## src/hw/decodePkg.sv

```systemverilog
package decodePkg;

	typedef logic [5:0] opcode_t;
	typedef logic [5:0] funct_t;
	typedef logic [4:0] regField_t;
	typedef logic [1:0] signCmp_t;
	typedef logic [1:0] nextPc_t;
	typedef logic [4:0] aluOp_t;
	typedef logic [1:0] extOp_t;
	typedef logic [2:0] memSize_t;
	typedef logic [1:0] destSel_t;
	typedef logic [2:0] resultSel_t;
	typedef logic [4:0] excCode_t;

	// Sign class of rs from the operand comparator
	localparam signCmp_t SIGN_ZERO = 2'b00;
	localparam signCmp_t SIGN_POS  = 2'b01;
	localparam signCmp_t SIGN_NEG  = 2'b10;

	localparam nextPc_t NPC_SEQ    = 2'b00;
	localparam nextPc_t NPC_BRANCH = 2'b01;
	localparam nextPc_t NPC_JUMP   = 2'b10;
	localparam nextPc_t NPC_REG    = 2'b11;

	localparam aluOp_t ALU_ADD  = 5'b00000;
	localparam aluOp_t ALU_SUB  = 5'b00001;
	localparam aluOp_t ALU_OR   = 5'b00010;
	localparam aluOp_t ALU_AND  = 5'b00011;
	localparam aluOp_t ALU_NOR  = 5'b00100;
	localparam aluOp_t ALU_XOR  = 5'b00101;
	localparam aluOp_t ALU_SLL  = 5'b00110;
	localparam aluOp_t ALU_SRL  = 5'b00111;
	localparam aluOp_t ALU_SRA  = 5'b01000;
	localparam aluOp_t ALU_SLT  = 5'b01001;
	localparam aluOp_t ALU_SLTU = 5'b01010;
	localparam aluOp_t ALU_ADDU = 5'b01100;
	localparam aluOp_t ALU_SUBU = 5'b10000;
	localparam aluOp_t ALU_NONE = 5'b11111;

	localparam extOp_t EXT_ZERO  = 2'b00;
	localparam extOp_t EXT_SIGN  = 2'b01;
	localparam extOp_t EXT_UPPER = 2'b10; // Immediate to the upper half

	localparam memSize_t MEM_SB  = 3'b000;
	localparam memSize_t MEM_SH  = 3'b001;
	localparam memSize_t MEM_SW  = 3'b010;
	localparam memSize_t MEM_LBU = 3'b011;
	localparam memSize_t MEM_LB  = 3'b100;
	localparam memSize_t MEM_LHU = 3'b101;
	localparam memSize_t MEM_LH  = 3'b110;
	localparam memSize_t MEM_LW  = 3'b111;

	localparam destSel_t DEST_RT = 2'b00;
	localparam destSel_t DEST_RD = 2'b01;
	localparam destSel_t DEST_RA = 2'b10; // Register 31

	localparam resultSel_t RES_IMM  = 3'b001;
	localparam resultSel_t RES_ALU  = 3'b010;
	localparam resultSel_t RES_LINK = 3'b011;
	localparam resultSel_t RES_MEM  = 3'b100;

	localparam excCode_t EXC_SYS = 5'd8;
	localparam excCode_t EXC_BP  = 5'd9;
	localparam excCode_t EXC_RI  = 5'd10;

	localparam opcode_t OP_SPECIAL = 6'b000000;
	localparam opcode_t OP_REGIMM  = 6'b000001;
	localparam opcode_t OP_J       = 6'b000010;
	localparam opcode_t OP_JAL     = 6'b000011;
	localparam opcode_t OP_BEQ     = 6'b000100;
	localparam opcode_t OP_BNE     = 6'b000101;
	localparam opcode_t OP_BLEZ    = 6'b000110;
	localparam opcode_t OP_BGTZ    = 6'b000111;
	localparam opcode_t OP_ADDI    = 6'b001000;
	localparam opcode_t OP_ADDIU   = 6'b001001;
	localparam opcode_t OP_SLTI    = 6'b001010;
	localparam opcode_t OP_SLTIU   = 6'b001011;
	localparam opcode_t OP_ANDI    = 6'b001100;
	localparam opcode_t OP_ORI     = 6'b001101;
	localparam opcode_t OP_XORI    = 6'b001110;
	localparam opcode_t OP_LUI     = 6'b001111;
	localparam opcode_t OP_BEQL    = 6'b010100;
	localparam opcode_t OP_BNEL    = 6'b010101;
	localparam opcode_t OP_BLEZL   = 6'b010110;
	localparam opcode_t OP_BGTZL   = 6'b010111;
	localparam opcode_t OP_LB      = 6'b100000;
	localparam opcode_t OP_LH      = 6'b100001;
	localparam opcode_t OP_LW      = 6'b100011;
	localparam opcode_t OP_LBU     = 6'b100100;
	localparam opcode_t OP_LHU     = 6'b100101;
	localparam opcode_t OP_SB      = 6'b101000;
	localparam opcode_t OP_SH      = 6'b101001;
	localparam opcode_t OP_SW      = 6'b101011;

	localparam funct_t FN_SLL     = 6'b000000;
	localparam funct_t FN_SRL     = 6'b000010;
	localparam funct_t FN_SRA     = 6'b000011;
	localparam funct_t FN_SLLV    = 6'b000100;
	localparam funct_t FN_SRLV    = 6'b000110;
	localparam funct_t FN_SRAV    = 6'b000111;
	localparam funct_t FN_JR      = 6'b001000;
	localparam funct_t FN_JALR    = 6'b001001;
	localparam funct_t FN_SYSCALL = 6'b001100;
	localparam funct_t FN_BREAK   = 6'b001101;
	localparam funct_t FN_SYNC    = 6'b001111;
	localparam funct_t FN_ADD     = 6'b100000;
	localparam funct_t FN_ADDU    = 6'b100001;
	localparam funct_t FN_SUB     = 6'b100010;
	localparam funct_t FN_SUBU    = 6'b100011;
	localparam funct_t FN_AND     = 6'b100100;
	localparam funct_t FN_OR      = 6'b100101;
	localparam funct_t FN_XOR     = 6'b100110;
	localparam funct_t FN_NOR     = 6'b100111;
	localparam funct_t FN_SLT     = 6'b101010;
	localparam funct_t FN_SLTU    = 6'b101011;

	// REGIMM branch forms, bit 1 set marks the likely ones
	localparam regField_t RT_BLTZ    = 5'b00000;
	localparam regField_t RT_BGEZ    = 5'b00001;
	localparam regField_t RT_BLTZL   = 5'b00010;
	localparam regField_t RT_BGEZL   = 5'b00011;
	localparam regField_t RT_BLTZAL  = 5'b10000;
	localparam regField_t RT_BGEZAL  = 5'b10001;
	localparam regField_t RT_BLTZALL = 5'b10010;
	localparam regField_t RT_BGEZALL = 5'b10011;

endpackage

```

## src/hw/branchDecode.sv

```systemverilog
`timescale 1ns/1ps

module branchDecode (
	input decodePkg::opcode_t op,
	input decodePkg::funct_t funct,
	input decodePkg::regField_t rt,
	input logic cmpNe,
	input decodePkg::signCmp_t cmpSign,
	output logic branchOp,
	output logic isBranch,
	output decodePkg::nextPc_t nextPc,
	output logic jump,
	output logic likelyFlush
);
	import decodePkg::*;

	logic condBranch; // Conditional branch recognized
	logic likely;
	logic taken; // Branch condition holds
	logic regJump; // JR or JALR
	logic immJump; // J or JAL
	logic rtZero;
	logic signNeg;
	logic signPos;

	assign rtZero = (rt == '0);
	assign signNeg = (cmpSign == SIGN_NEG);
	assign signPos = (cmpSign == SIGN_POS);
	assign regJump = (op == OP_SPECIAL) && (funct == FN_JR || funct == FN_JALR);
	assign immJump = (op == OP_J) || (op == OP_JAL);

	always_comb begin
		condBranch = 1'b1;
		likely = 1'b0;
		taken = 1'b0;
		case (op)
			OP_BEQ: taken = !cmpNe;
			OP_BNE: taken = cmpNe;
			OP_BLEZ: taken = !signPos;
			OP_BGTZ: taken = signPos;
			OP_BEQL: begin
				likely = 1'b1;
				taken = !cmpNe;
			end
			OP_BNEL: begin
				likely = 1'b1;
				taken = cmpNe;
			end
			// Likely blez/bgtz only exist with rt zero
			OP_BLEZL: begin
				condBranch = rtZero;
				likely = rtZero;
				taken = !signPos && rtZero;
			end
			OP_BGTZL: begin
				condBranch = rtZero;
				likely = rtZero;
				taken = signPos && rtZero;
			end
			OP_REGIMM: begin
				likely = rt[1];
				case (rt)
					RT_BGEZ, RT_BGEZL, RT_BGEZAL, RT_BGEZALL: taken = !signNeg;
					RT_BLTZ, RT_BLTZL, RT_BLTZAL, RT_BLTZALL: taken = signNeg;
					default: begin
						condBranch = 1'b0;
						likely = 1'b0;
					end
				endcase
			end
			default: condBranch = 1'b0;
		endcase
	end

	always_comb begin
		if (regJump)
			nextPc = NPC_REG;
		else if (immJump)
			nextPc = NPC_JUMP;
		else if (condBranch && taken)
			nextPc = NPC_BRANCH;
		else
			nextPc = NPC_SEQ;
	end

	assign branchOp = condBranch || regJump;
	assign isBranch = branchOp || immJump;
	assign jump = (nextPc != NPC_SEQ); // Redirect this cycle
	assign likelyFlush = likely && !taken; // Cancel the delay slot

endmodule

```

## src/hw/aluDecode.sv

```systemverilog
`timescale 1ns/1ps

module aluDecode (
	input decodePkg::opcode_t op,
	input decodePkg::funct_t funct,
	input decodePkg::regField_t rt,
	output decodePkg::aluOp_t aluOp,
	output logic shiftByShamt,
	output decodePkg::extOp_t extOp,
	output logic immOperand
);
	import decodePkg::*;

	logic regimmForm; // rt names one of the REGIMM branches

	assign regimmForm = rt inside {RT_BLTZ, RT_BGEZ, RT_BLTZL, RT_BGEZL,
		RT_BLTZAL, RT_BGEZAL, RT_BLTZALL, RT_BGEZALL};

	always_comb begin
		case (op)
			OP_SPECIAL: begin
				case (funct)
					FN_ADD: aluOp = ALU_ADD;
					FN_ADDU: aluOp = ALU_ADDU;
					FN_SUB: aluOp = ALU_SUB;
					FN_SUBU: aluOp = ALU_SUBU;
					FN_AND: aluOp = ALU_AND;
					FN_OR: aluOp = ALU_OR;
					FN_XOR: aluOp = ALU_XOR;
					FN_NOR: aluOp = ALU_NOR;
					FN_SLL, FN_SLLV: aluOp = ALU_SLL;
					FN_SRL, FN_SRLV: aluOp = ALU_SRL;
					FN_SRA, FN_SRAV: aluOp = ALU_SRA;
					FN_SLT: aluOp = ALU_SLT;
					FN_SLTU: aluOp = ALU_SLTU;
					default: aluOp = ALU_NONE;
				endcase
			end
			OP_ADDI: aluOp = ALU_ADD;
			OP_ADDIU: aluOp = ALU_ADDU;
			OP_SLTI: aluOp = ALU_SLT;
			OP_SLTIU: aluOp = ALU_SLTU;
			OP_ANDI: aluOp = ALU_AND;
			OP_ORI: aluOp = ALU_OR;
			OP_XORI: aluOp = ALU_XOR;
			OP_LB, OP_LH, OP_LW, OP_LBU, OP_LHU,
			OP_SB, OP_SH, OP_SW: aluOp = ALU_ADD; // Address calculation
			default: aluOp = ALU_NONE;
		endcase
	end

	// Fixed shift amount from the shamt field
	assign shiftByShamt = (op == OP_SPECIAL) &&
		(funct == FN_SLL || funct == FN_SRL || funct == FN_SRA);

	always_comb begin
		case (op)
			OP_ADDI, OP_ADDIU, OP_SLTI, OP_SLTIU: extOp = EXT_SIGN;
			OP_LB, OP_LH, OP_LW, OP_LBU, OP_LHU,
			OP_SB, OP_SH, OP_SW: extOp = EXT_SIGN;
			OP_ANDI, OP_ORI, OP_XORI: extOp = EXT_ZERO;
			OP_LUI: extOp = EXT_UPPER;
			OP_BEQ, OP_BNE, OP_BLEZ, OP_BGTZ,
			OP_BEQL, OP_BNEL, OP_BLEZL, OP_BGTZL: extOp = EXT_SIGN; // Branch offset
			OP_REGIMM: extOp = regimmForm ? EXT_SIGN : EXT_ZERO;
			default: extOp = EXT_ZERO;
		endcase
	end

	assign immOperand = (op != OP_SPECIAL);

endmodule

```

## src/hw/memDecode.sv

```systemverilog
`timescale 1ns/1ps

module memDecode (
	input decodePkg::opcode_t op,
	output logic memRead,
	output logic memWrite,
	output decodePkg::memSize_t memSize
);
	import decodePkg::*;

	always_comb begin
		memRead = 1'b0;
		memWrite = 1'b0;
		memSize = MEM_LW;
		case (op)
			OP_LB: begin
				memRead = 1'b1;
				memSize = MEM_LB;
			end
			OP_LBU: begin
				memRead = 1'b1;
				memSize = MEM_LBU;
			end
			OP_LH: begin
				memRead = 1'b1;
				memSize = MEM_LH;
			end
			OP_LHU: begin
				memRead = 1'b1;
				memSize = MEM_LHU;
			end
			OP_LW: memRead = 1'b1; // Size stays at the default
			OP_SB: begin
				memWrite = 1'b1;
				memSize = MEM_SB;
			end
			OP_SH: begin
				memWrite = 1'b1;
				memSize = MEM_SH;
			end
			OP_SW: begin
				memWrite = 1'b1;
				memSize = MEM_SW;
			end
			default: memSize = MEM_LW;
		endcase
	end

endmodule

```

## src/hw/writebackDecode.sv

```systemverilog
`timescale 1ns/1ps

module writebackDecode (
	input decodePkg::opcode_t op,
	input decodePkg::funct_t funct,
	input decodePkg::regField_t rt,
	output logic regWrite,
	output decodePkg::destSel_t destSel,
	output decodePkg::resultSel_t resultSel
);
	import decodePkg::*;

	always_comb begin
		case (op)
			OP_SPECIAL: begin
				case (funct)
					FN_ADD, FN_ADDU, FN_SUB, FN_SUBU,
					FN_AND, FN_OR, FN_XOR, FN_NOR,
					FN_SLL, FN_SRL, FN_SRA,
					FN_SLLV, FN_SRLV, FN_SRAV,
					FN_SLT, FN_SLTU: regWrite = 1'b1;
					FN_JALR: regWrite = 1'b1; // Link into rd
					default: regWrite = 1'b0;
				endcase
			end
			OP_ADDI, OP_ADDIU, OP_SLTI, OP_SLTIU,
			OP_ANDI, OP_ORI, OP_XORI, OP_LUI: regWrite = 1'b1;
			OP_LB, OP_LH, OP_LW, OP_LBU, OP_LHU: regWrite = 1'b1;
			OP_JAL: regWrite = 1'b1;
			OP_REGIMM: begin
				// Only the linking forms write ra
				case (rt)
					RT_BLTZAL, RT_BGEZAL,
					RT_BLTZALL, RT_BGEZALL: regWrite = 1'b1;
					default: regWrite = 1'b0;
				endcase
			end
			default: regWrite = 1'b0;
		endcase
	end

	always_comb begin
		case (op)
			OP_SPECIAL: destSel = DEST_RD;
			OP_JAL, OP_REGIMM: destSel = DEST_RA;
			default: destSel = DEST_RT;
		endcase
	end

	always_comb begin
		case (op)
			OP_LB, OP_LH, OP_LW, OP_LBU, OP_LHU: resultSel = RES_MEM;
			OP_LUI: resultSel = RES_IMM;
			OP_JAL, OP_REGIMM: resultSel = RES_LINK; // Return address
			OP_SPECIAL: resultSel = (funct == FN_JALR) ? RES_LINK : RES_ALU;
			default: resultSel = RES_ALU;
		endcase
	end

endmodule

```

## src/hw/exceptionDecode.sv

```systemverilog
`timescale 1ns/1ps

module exceptionDecode (
	input logic clk,
	input logic rst,
	input decodePkg::opcode_t op,
	input decodePkg::funct_t funct,
	input logic regWrite,
	input logic memWrite,
	input logic branchOp,
	input logic excIn,
	input decodePkg::excCode_t excCodeIn,
	input logic ifFlush,
	output logic exception,
	output decodePkg::excCode_t excCode
);
	import decodePkg::*;

	logic resetState; // High through reset until the first edge after it
	logic recognized;
	logic isBreak;
	logic isSyscall;
	logic isSync;

	always_ff @(posedge clk) begin
		if (!rst)
			resetState <= 1'b1;
		else
			resetState <= 1'b0;
	end

	assign isBreak = (op == OP_SPECIAL) && (funct == FN_BREAK);
	assign isSyscall = (op == OP_SPECIAL) && (funct == FN_SYSCALL);
	assign isSync = (op == OP_SPECIAL) && (funct == FN_SYNC);

	// Instructions that write nothing still count once named here
	assign recognized = regWrite || memWrite || branchOp || (op == OP_J) ||
		(op == OP_JAL) || isBreak || isSyscall || isSync;

	always_comb begin
		exception = 1'b1;
		if (excIn)
			excCode = excCodeIn; // Fetch fault wins
		else if (!recognized && !resetState && !ifFlush)
			excCode = EXC_RI;
		else if (isBreak)
			excCode = EXC_BP;
		else if (isSyscall)
			excCode = EXC_SYS;
		else begin
			exception = 1'b0;
			excCode = '0;
		end
	end

endmodule

```

## src/hw/instrDecode.sv

```systemverilog
`timescale 1ns/1ps

module instrDecode (
	input logic clk,
	input logic rst,
	input decodePkg::opcode_t op,
	input decodePkg::funct_t funct,
	input decodePkg::regField_t rt,
	input logic cmpNe,
	input decodePkg::signCmp_t cmpSign,
	input logic excIn,
	input decodePkg::excCode_t excCodeIn,
	input logic ifFlush,
	output logic isBranch,
	output decodePkg::nextPc_t nextPc,
	output logic jump,
	output logic likelyFlush,
	output decodePkg::aluOp_t aluOp,
	output logic shiftByShamt,
	output decodePkg::extOp_t extOp,
	output logic immOperand,
	output logic memRead,
	output logic memWrite,
	output decodePkg::memSize_t memSize,
	output logic regWrite,
	output decodePkg::destSel_t destSel,
	output decodePkg::resultSel_t resultSel,
	output logic exception,
	output decodePkg::excCode_t excCode
);

	logic branchOp; // Branch or register jump, feeds the RI check

	branchDecode uBranch (
		.op(op),
		.funct(funct),
		.rt(rt),
		.cmpNe(cmpNe),
		.cmpSign(cmpSign),
		.branchOp(branchOp),
		.isBranch(isBranch),
		.nextPc(nextPc),
		.jump(jump),
		.likelyFlush(likelyFlush)
	);

	aluDecode uAlu (
		.op(op),
		.funct(funct),
		.rt(rt),
		.aluOp(aluOp),
		.shiftByShamt(shiftByShamt),
		.extOp(extOp),
		.immOperand(immOperand)
	);

	memDecode uMem (
		.op(op),
		.memRead(memRead),
		.memWrite(memWrite),
		.memSize(memSize)
	);

	writebackDecode uWriteback (
		.op(op),
		.funct(funct),
		.rt(rt),
		.regWrite(regWrite),
		.destSel(destSel),
		.resultSel(resultSel)
	);

	exceptionDecode uException (
		.clk(clk),
		.rst(rst),
		.op(op),
		.funct(funct),
		.regWrite(regWrite),
		.memWrite(memWrite),
		.branchOp(branchOp),
		.excIn(excIn),
		.excCodeIn(excCodeIn),
		.ifFlush(ifFlush),
		.exception(exception),
		.excCode(excCode)
	);

endmodule

```

## config.mk

```make
export PLATFORM = sky130hd
export DESIGN_NAME = instrDecode
export DESIGN_NICKNAME = d
export VERILOG_FILES = /design/src/hw/decodePkg.sv /design/src/hw/branchDecode.sv /design/src/hw/aluDecode.sv /design/src/hw/memDecode.sv /design/src/hw/writebackDecode.sv /design/src/hw/exceptionDecode.sv /design/src/hw/instrDecode.sv
export SDC_FILE = /design/constraint.sdc
export NUM_CORES = 1
export LEC_CHECK = 0
export BUFFER_PORTS_ARGS = -buffer_cell sky130_fd_sc_hd__buf_2
export CELL_PAD_IN_SITES_DETAIL_PLACEMENT = 0
export CELL_PAD_IN_SITES_GLOBAL_PLACEMENT = 2
export CORE_MARGIN = 2
export CORE_UTILIZATION = 23
export CTS_CLUSTER_DIAMETER = 120
export CTS_CLUSTER_SIZE = 16
export DETAILED_ROUTE_END_ITERATION = 6
export GPL_ROUTABILITY_DRIVEN = 0
export GPL_TIMING_DRIVEN = 0
export PLACE_DENSITY = 0.77
export SKIP_LAST_GASP = 1
export SYNTH_ARGS = -nofsm -noshare
export SYNTH_HDL_FRONTEND = slang
export SYNTH_HIERARCHICAL = 1
export SYNTH_SLANG_ARGS = --single-unit
```

## constraint.sdc

```tcl
create_clock -name clk -period 2.1 [get_ports clk]
set_clock_uncertainty 0.05 [all_clocks]
set_input_delay 0.105 -clock clk [delete_from_list [all_inputs] [get_ports clk]]
set_output_delay 0.105 -clock clk [all_outputs]
set_load 0.05 [all_outputs]
```

# Word-level counts from Yosys, hierarchy flattened
# Memories as Yosys holds them, arrays and structs flattened.
# Index checks and enable logic that the tools add are counted.
# Widths: inputs -> output; s select.
dict set report word_totals {
  register_bits 1
  romBits 384
  out_inout_bits 31
  word_cells 127
  memories 2
}
dict set report classes {
  eq_ne 43
  n_mux 29
  reduce_logical 52
}
# name depth word_bits read_ports rd_ports_with_merged_regs wr line
set mem_list {}
lappend mem_list {{(name not given)} 64 5 1 0 0 aluDecode.sv:22} ;# case (funct)
lappend mem_list {{(name not given)} 64 1 1 0 0 writebackDecode.sv:16} ;# case (funct)
# cell n
set op_table {}
lappend op_table {{$eq 6x4->1 const B} 13}
lappend op_table {{$eq 6x6->1 const B} 8}
lappend op_table {{$pmux 5 s8} 1}
lappend op_table {{$eq 6x2->1 const B} 4}
lappend op_table {{$eq 6x3->1 const B} 4}
lappend op_table {{$eq 6x5->1 const B} 4}
lappend op_table {{$pmux 3 s7} 1}
lappend op_table {{$eq 5x5->1 const B} 4}
lappend op_table {{$reduce_or 20->1} 1}
lappend op_table {{$mux 5} 3}
lappend op_table {{$reduce_or 14->1} 1}
lappend op_table {{$logic_or 1x1->1} 13}
lappend op_table {{$mux 1} 13}
lappend op_table {{$logic_not 6->1} 2}
lappend op_table {{$pmux 3 s4} 1}
lappend op_table {{$reduce_or 4->1} 3}
lappend op_table {{$logic_and 1x1->1} 11}
lappend op_table {{$eq 5x2->1 const B} 2}
lappend op_table {{$reduce_or 2->1} 5}
lappend op_table {{$pmux 1 s3} 3}
lappend op_table {{$reduce_or 9->1} 1}
lappend op_table {{$reduce_bool 8->1} 1}
lappend op_table {{$reduce_or 8->1} 1}
lappend op_table {{$logic_not 1->1} 7}
lappend op_table {{other kinds (16)} 17}

# Depth between registers and ports, before layout
dict set report logic_depth {
  word_depth 16
  ltp_mapped 7
}

# Modules after synthesis
# Netlist, hierarchy kept.
# module n_inst cells_each area_each_um2
set by_module_without_submodules {}
lappend by_module_without_submodules {aluDecode 1 76 538.0}
lappend by_module_without_submodules {branchDecode 1 32 227.7}
lappend by_module_without_submodules {writebackDecode 1 28 187.7}
lappend by_module_without_submodules {exceptionDecode 1 20 145.1}
lappend by_module_without_submodules {memDecode 1 14 95.1}

# Worst setup path before layout
# No wires, ideal clock.
dict set report synth_timing {
  kind {input to output}
  from {input port op[3]}
  to {output port excCode[1]}
  t_arrival_ns 3.147
  t_required_ns 1.945
  setup_slack_ns -1.202
  cell_stages 7
  n_path_buf 0
  path_cell_list {and3_1 > mux2i_1 > o32a_1 > o211ai_1 > or4_1 > a211o_1 > o21ai_1}
}
dict set report synth_via {
  elab_chain_len 15
}
# element line
set synth_rtl {}
lappend synth_rtl {{start, declared} instrDecode.sv:6} ;# input decodePkg::opcode_t op,
lappend synth_rtl {{$eq 6x2->1 (tied with other cells)} writebackDecode.sv:14} ;# case (op)
lappend synth_rtl {{$reduce_or 14->1 (no source line)} -}
lappend synth_rtl {{$pmux 1 s3 (*)} writebackDecode.sv:14}
lappend synth_rtl {{net regWrite} instrDecode.sv:25} ;# output logic regWrite,
lappend synth_rtl {{$logic_or 1x1->1 (*) (4 in a row)} exceptionDecode.sv:37} ;# assign recognized = regWrite || memWrite || branchOp || (op == OP_J) ||
lappend synth_rtl {{$logic_or 1x1->1 (*) (3 in a row)} exceptionDecode.sv:38} ;# (op == OP_JAL) || isBreak || isSyscall || isSync;
lappend synth_rtl {{$logic_not 1->1 (*)} exceptionDecode.sv:44} ;# else if (!recognized && !resetState && !ifFlush)
lappend synth_rtl {{$logic_and 1x1->1 (*) (2 in a row)} exceptionDecode.sv:44}
lappend synth_rtl {{$mux 5 (*)} exceptionDecode.sv:44}
lappend synth_rtl {{$mux 5 (*)} exceptionDecode.sv:42} ;# if (excIn)
lappend synth_rtl {{end, declared} instrDecode.sv:29} ;# output decodePkg::excCode_t excCode
# Mark *: on every way through the listed nets, which the timed path passes. The rest lies on a longest branch.

# Worst setup path after layout
dict set report layout_timing {
  from {input port op[0]}
  to {output port excCode[1]}
}
dict set report layout_via {
  elab_chain_len 15
}
# element line
set layout_rtl {}
lappend layout_rtl {{$eq 6x2->1 (tied with other cells)} {writebackDecode.sv:14, exceptionDecode.sv:38}}
lappend layout_rtl {{$reduce_or 14->1 (no source line) (tied with other cells)} -}
lappend layout_rtl {{$pmux 1 s3 (tied with other cells)} writebackDecode.sv:14}
lappend layout_rtl {{$logic_or 1x1->1 (on tied branches)} {exceptionDecode.sv:37, branchDecode.sv:86}}
lappend layout_rtl {{$logic_or 1x1->1 (3 in a row)} exceptionDecode.sv:37}
lappend layout_rtl {{$logic_or 1x1->1 (3 in a row)} exceptionDecode.sv:38}
lappend layout_rtl {{$logic_not 1->1} exceptionDecode.sv:44}
lappend layout_rtl {{$logic_and 1x1->1 (2 in a row)} exceptionDecode.sv:44}
lappend layout_rtl {{$mux 5 (*)} exceptionDecode.sv:44}
lappend layout_rtl {{$mux 5 (*)} exceptionDecode.sv:42}
# Mark *: on every way between the ends. The rest lies on a longest branch, timed or not.

==> impl_metrics.json <==
{
  "final_core_utilization_pct": 36.5,
  "tightestPinTransition_ns": 0.553,
  "crit_chain": "buf_16, nor2b_4, a222oi_1, nand2b_1, o211ai_1, or4_4, a211o_4, o21ai_4, buf_6",
  "power.ir.vdd_worst_mv": 0.135,
  "critPathCapture": "excCode[1]",
  "slew-limit-headroom_pct": 62.7,
  "ys_ff_latch": 1,
  "fill_cells": 553,
  "route.vias.total": 1527,
  "numPortBuffers": 59,
  "timing.critical_path.to_type": "output pin",
  "routed_antenna_nets": 0,
  "timing_worst_setup_path_type": "in -> out",
  "total_leakage_power_nw": 0.809,
  "slew_viol_final": 0,
  "gr-usage-all-layers_pct": 13.4,
  "net_count_synth": 204,
  "timing.critical_path.from_type": "input pin",
  "cp.required_ns": 1.95,
  "cp-startpoint": "op[0]",
  "post-route-period-util_pct": 103,
  "synth_area_leaders": "nor2_1 6.6%, nor2b_1 6.3%, nand2b_1 5.8%",
  "regMostFlops": "uException/resetState",
  "synth_async_sr_flop_share_pct": 0,
  "placement.cell_area_mm2": 0.00164,
  "violations": "negative setup slack",
  "avgViaCountPerCell": 5.01,
  "start_util_pct": 23.7,
  "inserted_diodes": 0,
  "hold_violation_count_in_the_final_report": 0,
  "wire_length_of_the_first_global_routing_pass_mm": 6.83,
  "setup_ws_ns": -0.0690,
  "area.growth.synth_to_final_pct": 54.0,
  "finalSetupTns_ns": -0.119,
  "globalRouteOverflowTotal": 0,
  "crit_path_max_incr_delay_ns": 0.44,
  "maximum_number_of_pins_on_one_net_before_global_route_repair": 14,
  "finalNonFillerCells": 305,
  "drc": 0,
  "pre_cts_slack_ns": -0.413,
  "height_of_the_die_um": 76.0,
  "synthDominantAreaCellType": "nor2_1",
  "post-synth-top-area-fraction_pct": 6.60,
  "largest_register_ffs": 1,
  "detailed_place_hpwl_mm": 2.93,
  "timing.hold.ws_ns": 0.205,
  "post_synth_instance_area_mm2": 0.00119,
  "clk_transition_reported_paths_ns": 0,
  "design.die.area_mm2": 0.00578,
  "wl_per_cell_um": 13.2,
  "slowest_stage": "or4_4",
  "std_cell_rows": 26,
  "biggestRegsByFlops": "uException/resetState: 1 flops",
  "max_cap_violations": 0,
  "p_total_mw": 0.442,
  "setup_viol": 2,
  "totalWireLength_mm": 4.02,
  "floorplan.io_pins": 60,
  "synth.distinct_cells": 62,
  "drtIter0Drc": 72,
  "worst-endpoint-arrival_ns": 2.01,
  "grt_pass1_vias": 1440,
  "first_drt_pass_iteration_count": 4,
  "avgSynthCellArea_um2": 7.02,
  "synth_edf_count": 0,
  "nNetsFinal": 271,
  "numPlacedInstances": 299,
  "ys_seq_area_share_pct": 1.68,
  "synthCells": 170,
  "hp-class": "in -> reg",
  "synthFlopType": "dfxtp_1",
  "timing.critical_path.fanout_max": 6,
  "standard_cell_core_area_mm2": 0.00504,
  "die-width_um": 76.0,
  "period_needed_ns": 2.17,
  "synthesis.yosys.warnings": 6,
  "power_density_mw_per_mm2": 240,
  "final_layout_size_suffix_gt1_share_pct": 42.1,
  "finalInstanceArea_mm2": 0.00184,
  "fmaxAchievable_mhz": 461,
  "antenna_found_initial": 0,
  "status": "complete, but fails checks",
  "rsz0062_at_grt": "true"
}
==> logic make-up after synthesis <==
group,synth area share [%]
xor+xnor,2.20
compound gates,31.6
buf+inv,6.71
mux,2.62
fa+ha+maj,5.24
simple gates,50.0
flops,1.68
==> cell usage after synthesis, types with 4 or more instances <==
cell / instances
a211o_1: 5
a21oi_1: 4
ha_1: 5
inv_1: 7
nand2_1: 10
nand2b_1: 11
nor2_1: 21
nor2b_1: 12
nor3_1: 6
o21ai_1: 4
or3_1: 5
==> placed cells by master (no fill, tap or decap), types with 2 or more instances in the layout <==
cell and n:
ha_1 5, nor2_2 2, nor3b_1 3, or4b_1 2, nand3_1 2, a211o_1 4, inv_1 7, o311ai_1 2
nand2_2 2, buf_4 7, buf_6 7, nor2_1 21, nand2_1 9, nor4_2 2, o211ai_1 3, or3b_1 2
o21ai_1 3, nor2b_1 11, mux2i_1 2, or4_4 2, nand2b_1 11, nor3_1 6, xnor2_1 3, buf_16 2
nand3b_1 2, nor4_1 2, or3_1 5, buf_2 52, a21oi_1 4, a211oi_1 2, a22oi_1 2, and2_1 3
nor3_2 2
==> where the power goes <==
part	internal, mW	leakage (nW)	switching, mW
combinational	0.163	0.800	0.258
sequential	0.0204	0.00844	0.000230
clock	0	0	0
==> worst min-delay path by stage <==
| stage | startpoint | to | slack (ns) | cells past startpoint |
|---|---|---|---|---|
| 6_report | rst | uException/resetState | 0.20 | 2 |
| 2_1_floorplan | rst | uException/resetState | 0.11 | 1 |
| 3_3_place_gp | rst | uException/resetState | 0.20 | 2 |
| 3_5_place_dp | rst | uException/resetState | 0.21 | 2 |
| 4_1_cts | rst | uException/resetState | 0.21 | 2 |
| 5_1_grt | rst | uException/resetState | 0.21 | 2 |
==> critical path, delay by kind of cell <==
kind            cells  cell delay (ns)
simple gates        3             0.72
compound gates      4             0.92
buf+inv             2             0.28
==> area by class of cell <==
class | instances | area, um^2 | area share, %
Buffer | 7 | 53.8 | 2.93
Inverter | 7 | 26.3 | 1.43
Multi-Input combinational cell | 155 | 1180 | 64.5
Sequential cell | 1 | 20.0 | 1.09
Tap cell | 70 | 87.6 | 4.77
Timing Repair Buffer | 65 | 465 | 25.3
==> metal layers <==
layer  GRT usage, %  up-vias  routed length [um]
li1               -      773                   -
met1           18.5      707                1820
met5              0        -                   0
met3           2.84        0                 310
met4          0.182        0                   0
met2           22.8       47                1890
==> repair_timing <==
item | 4_1_cts | 5_1_grt
hold buffers | 0 | 0
setup buffers | 2 | 2
resized for setup | 28 | 2
endpoints found under the setup margin | 3 | 3
endpoints found under the hold margin | 0 | 0
pin swaps | 4 | 0
gates cloned | 2 | 0
Power figures use the tool's default switching activity.
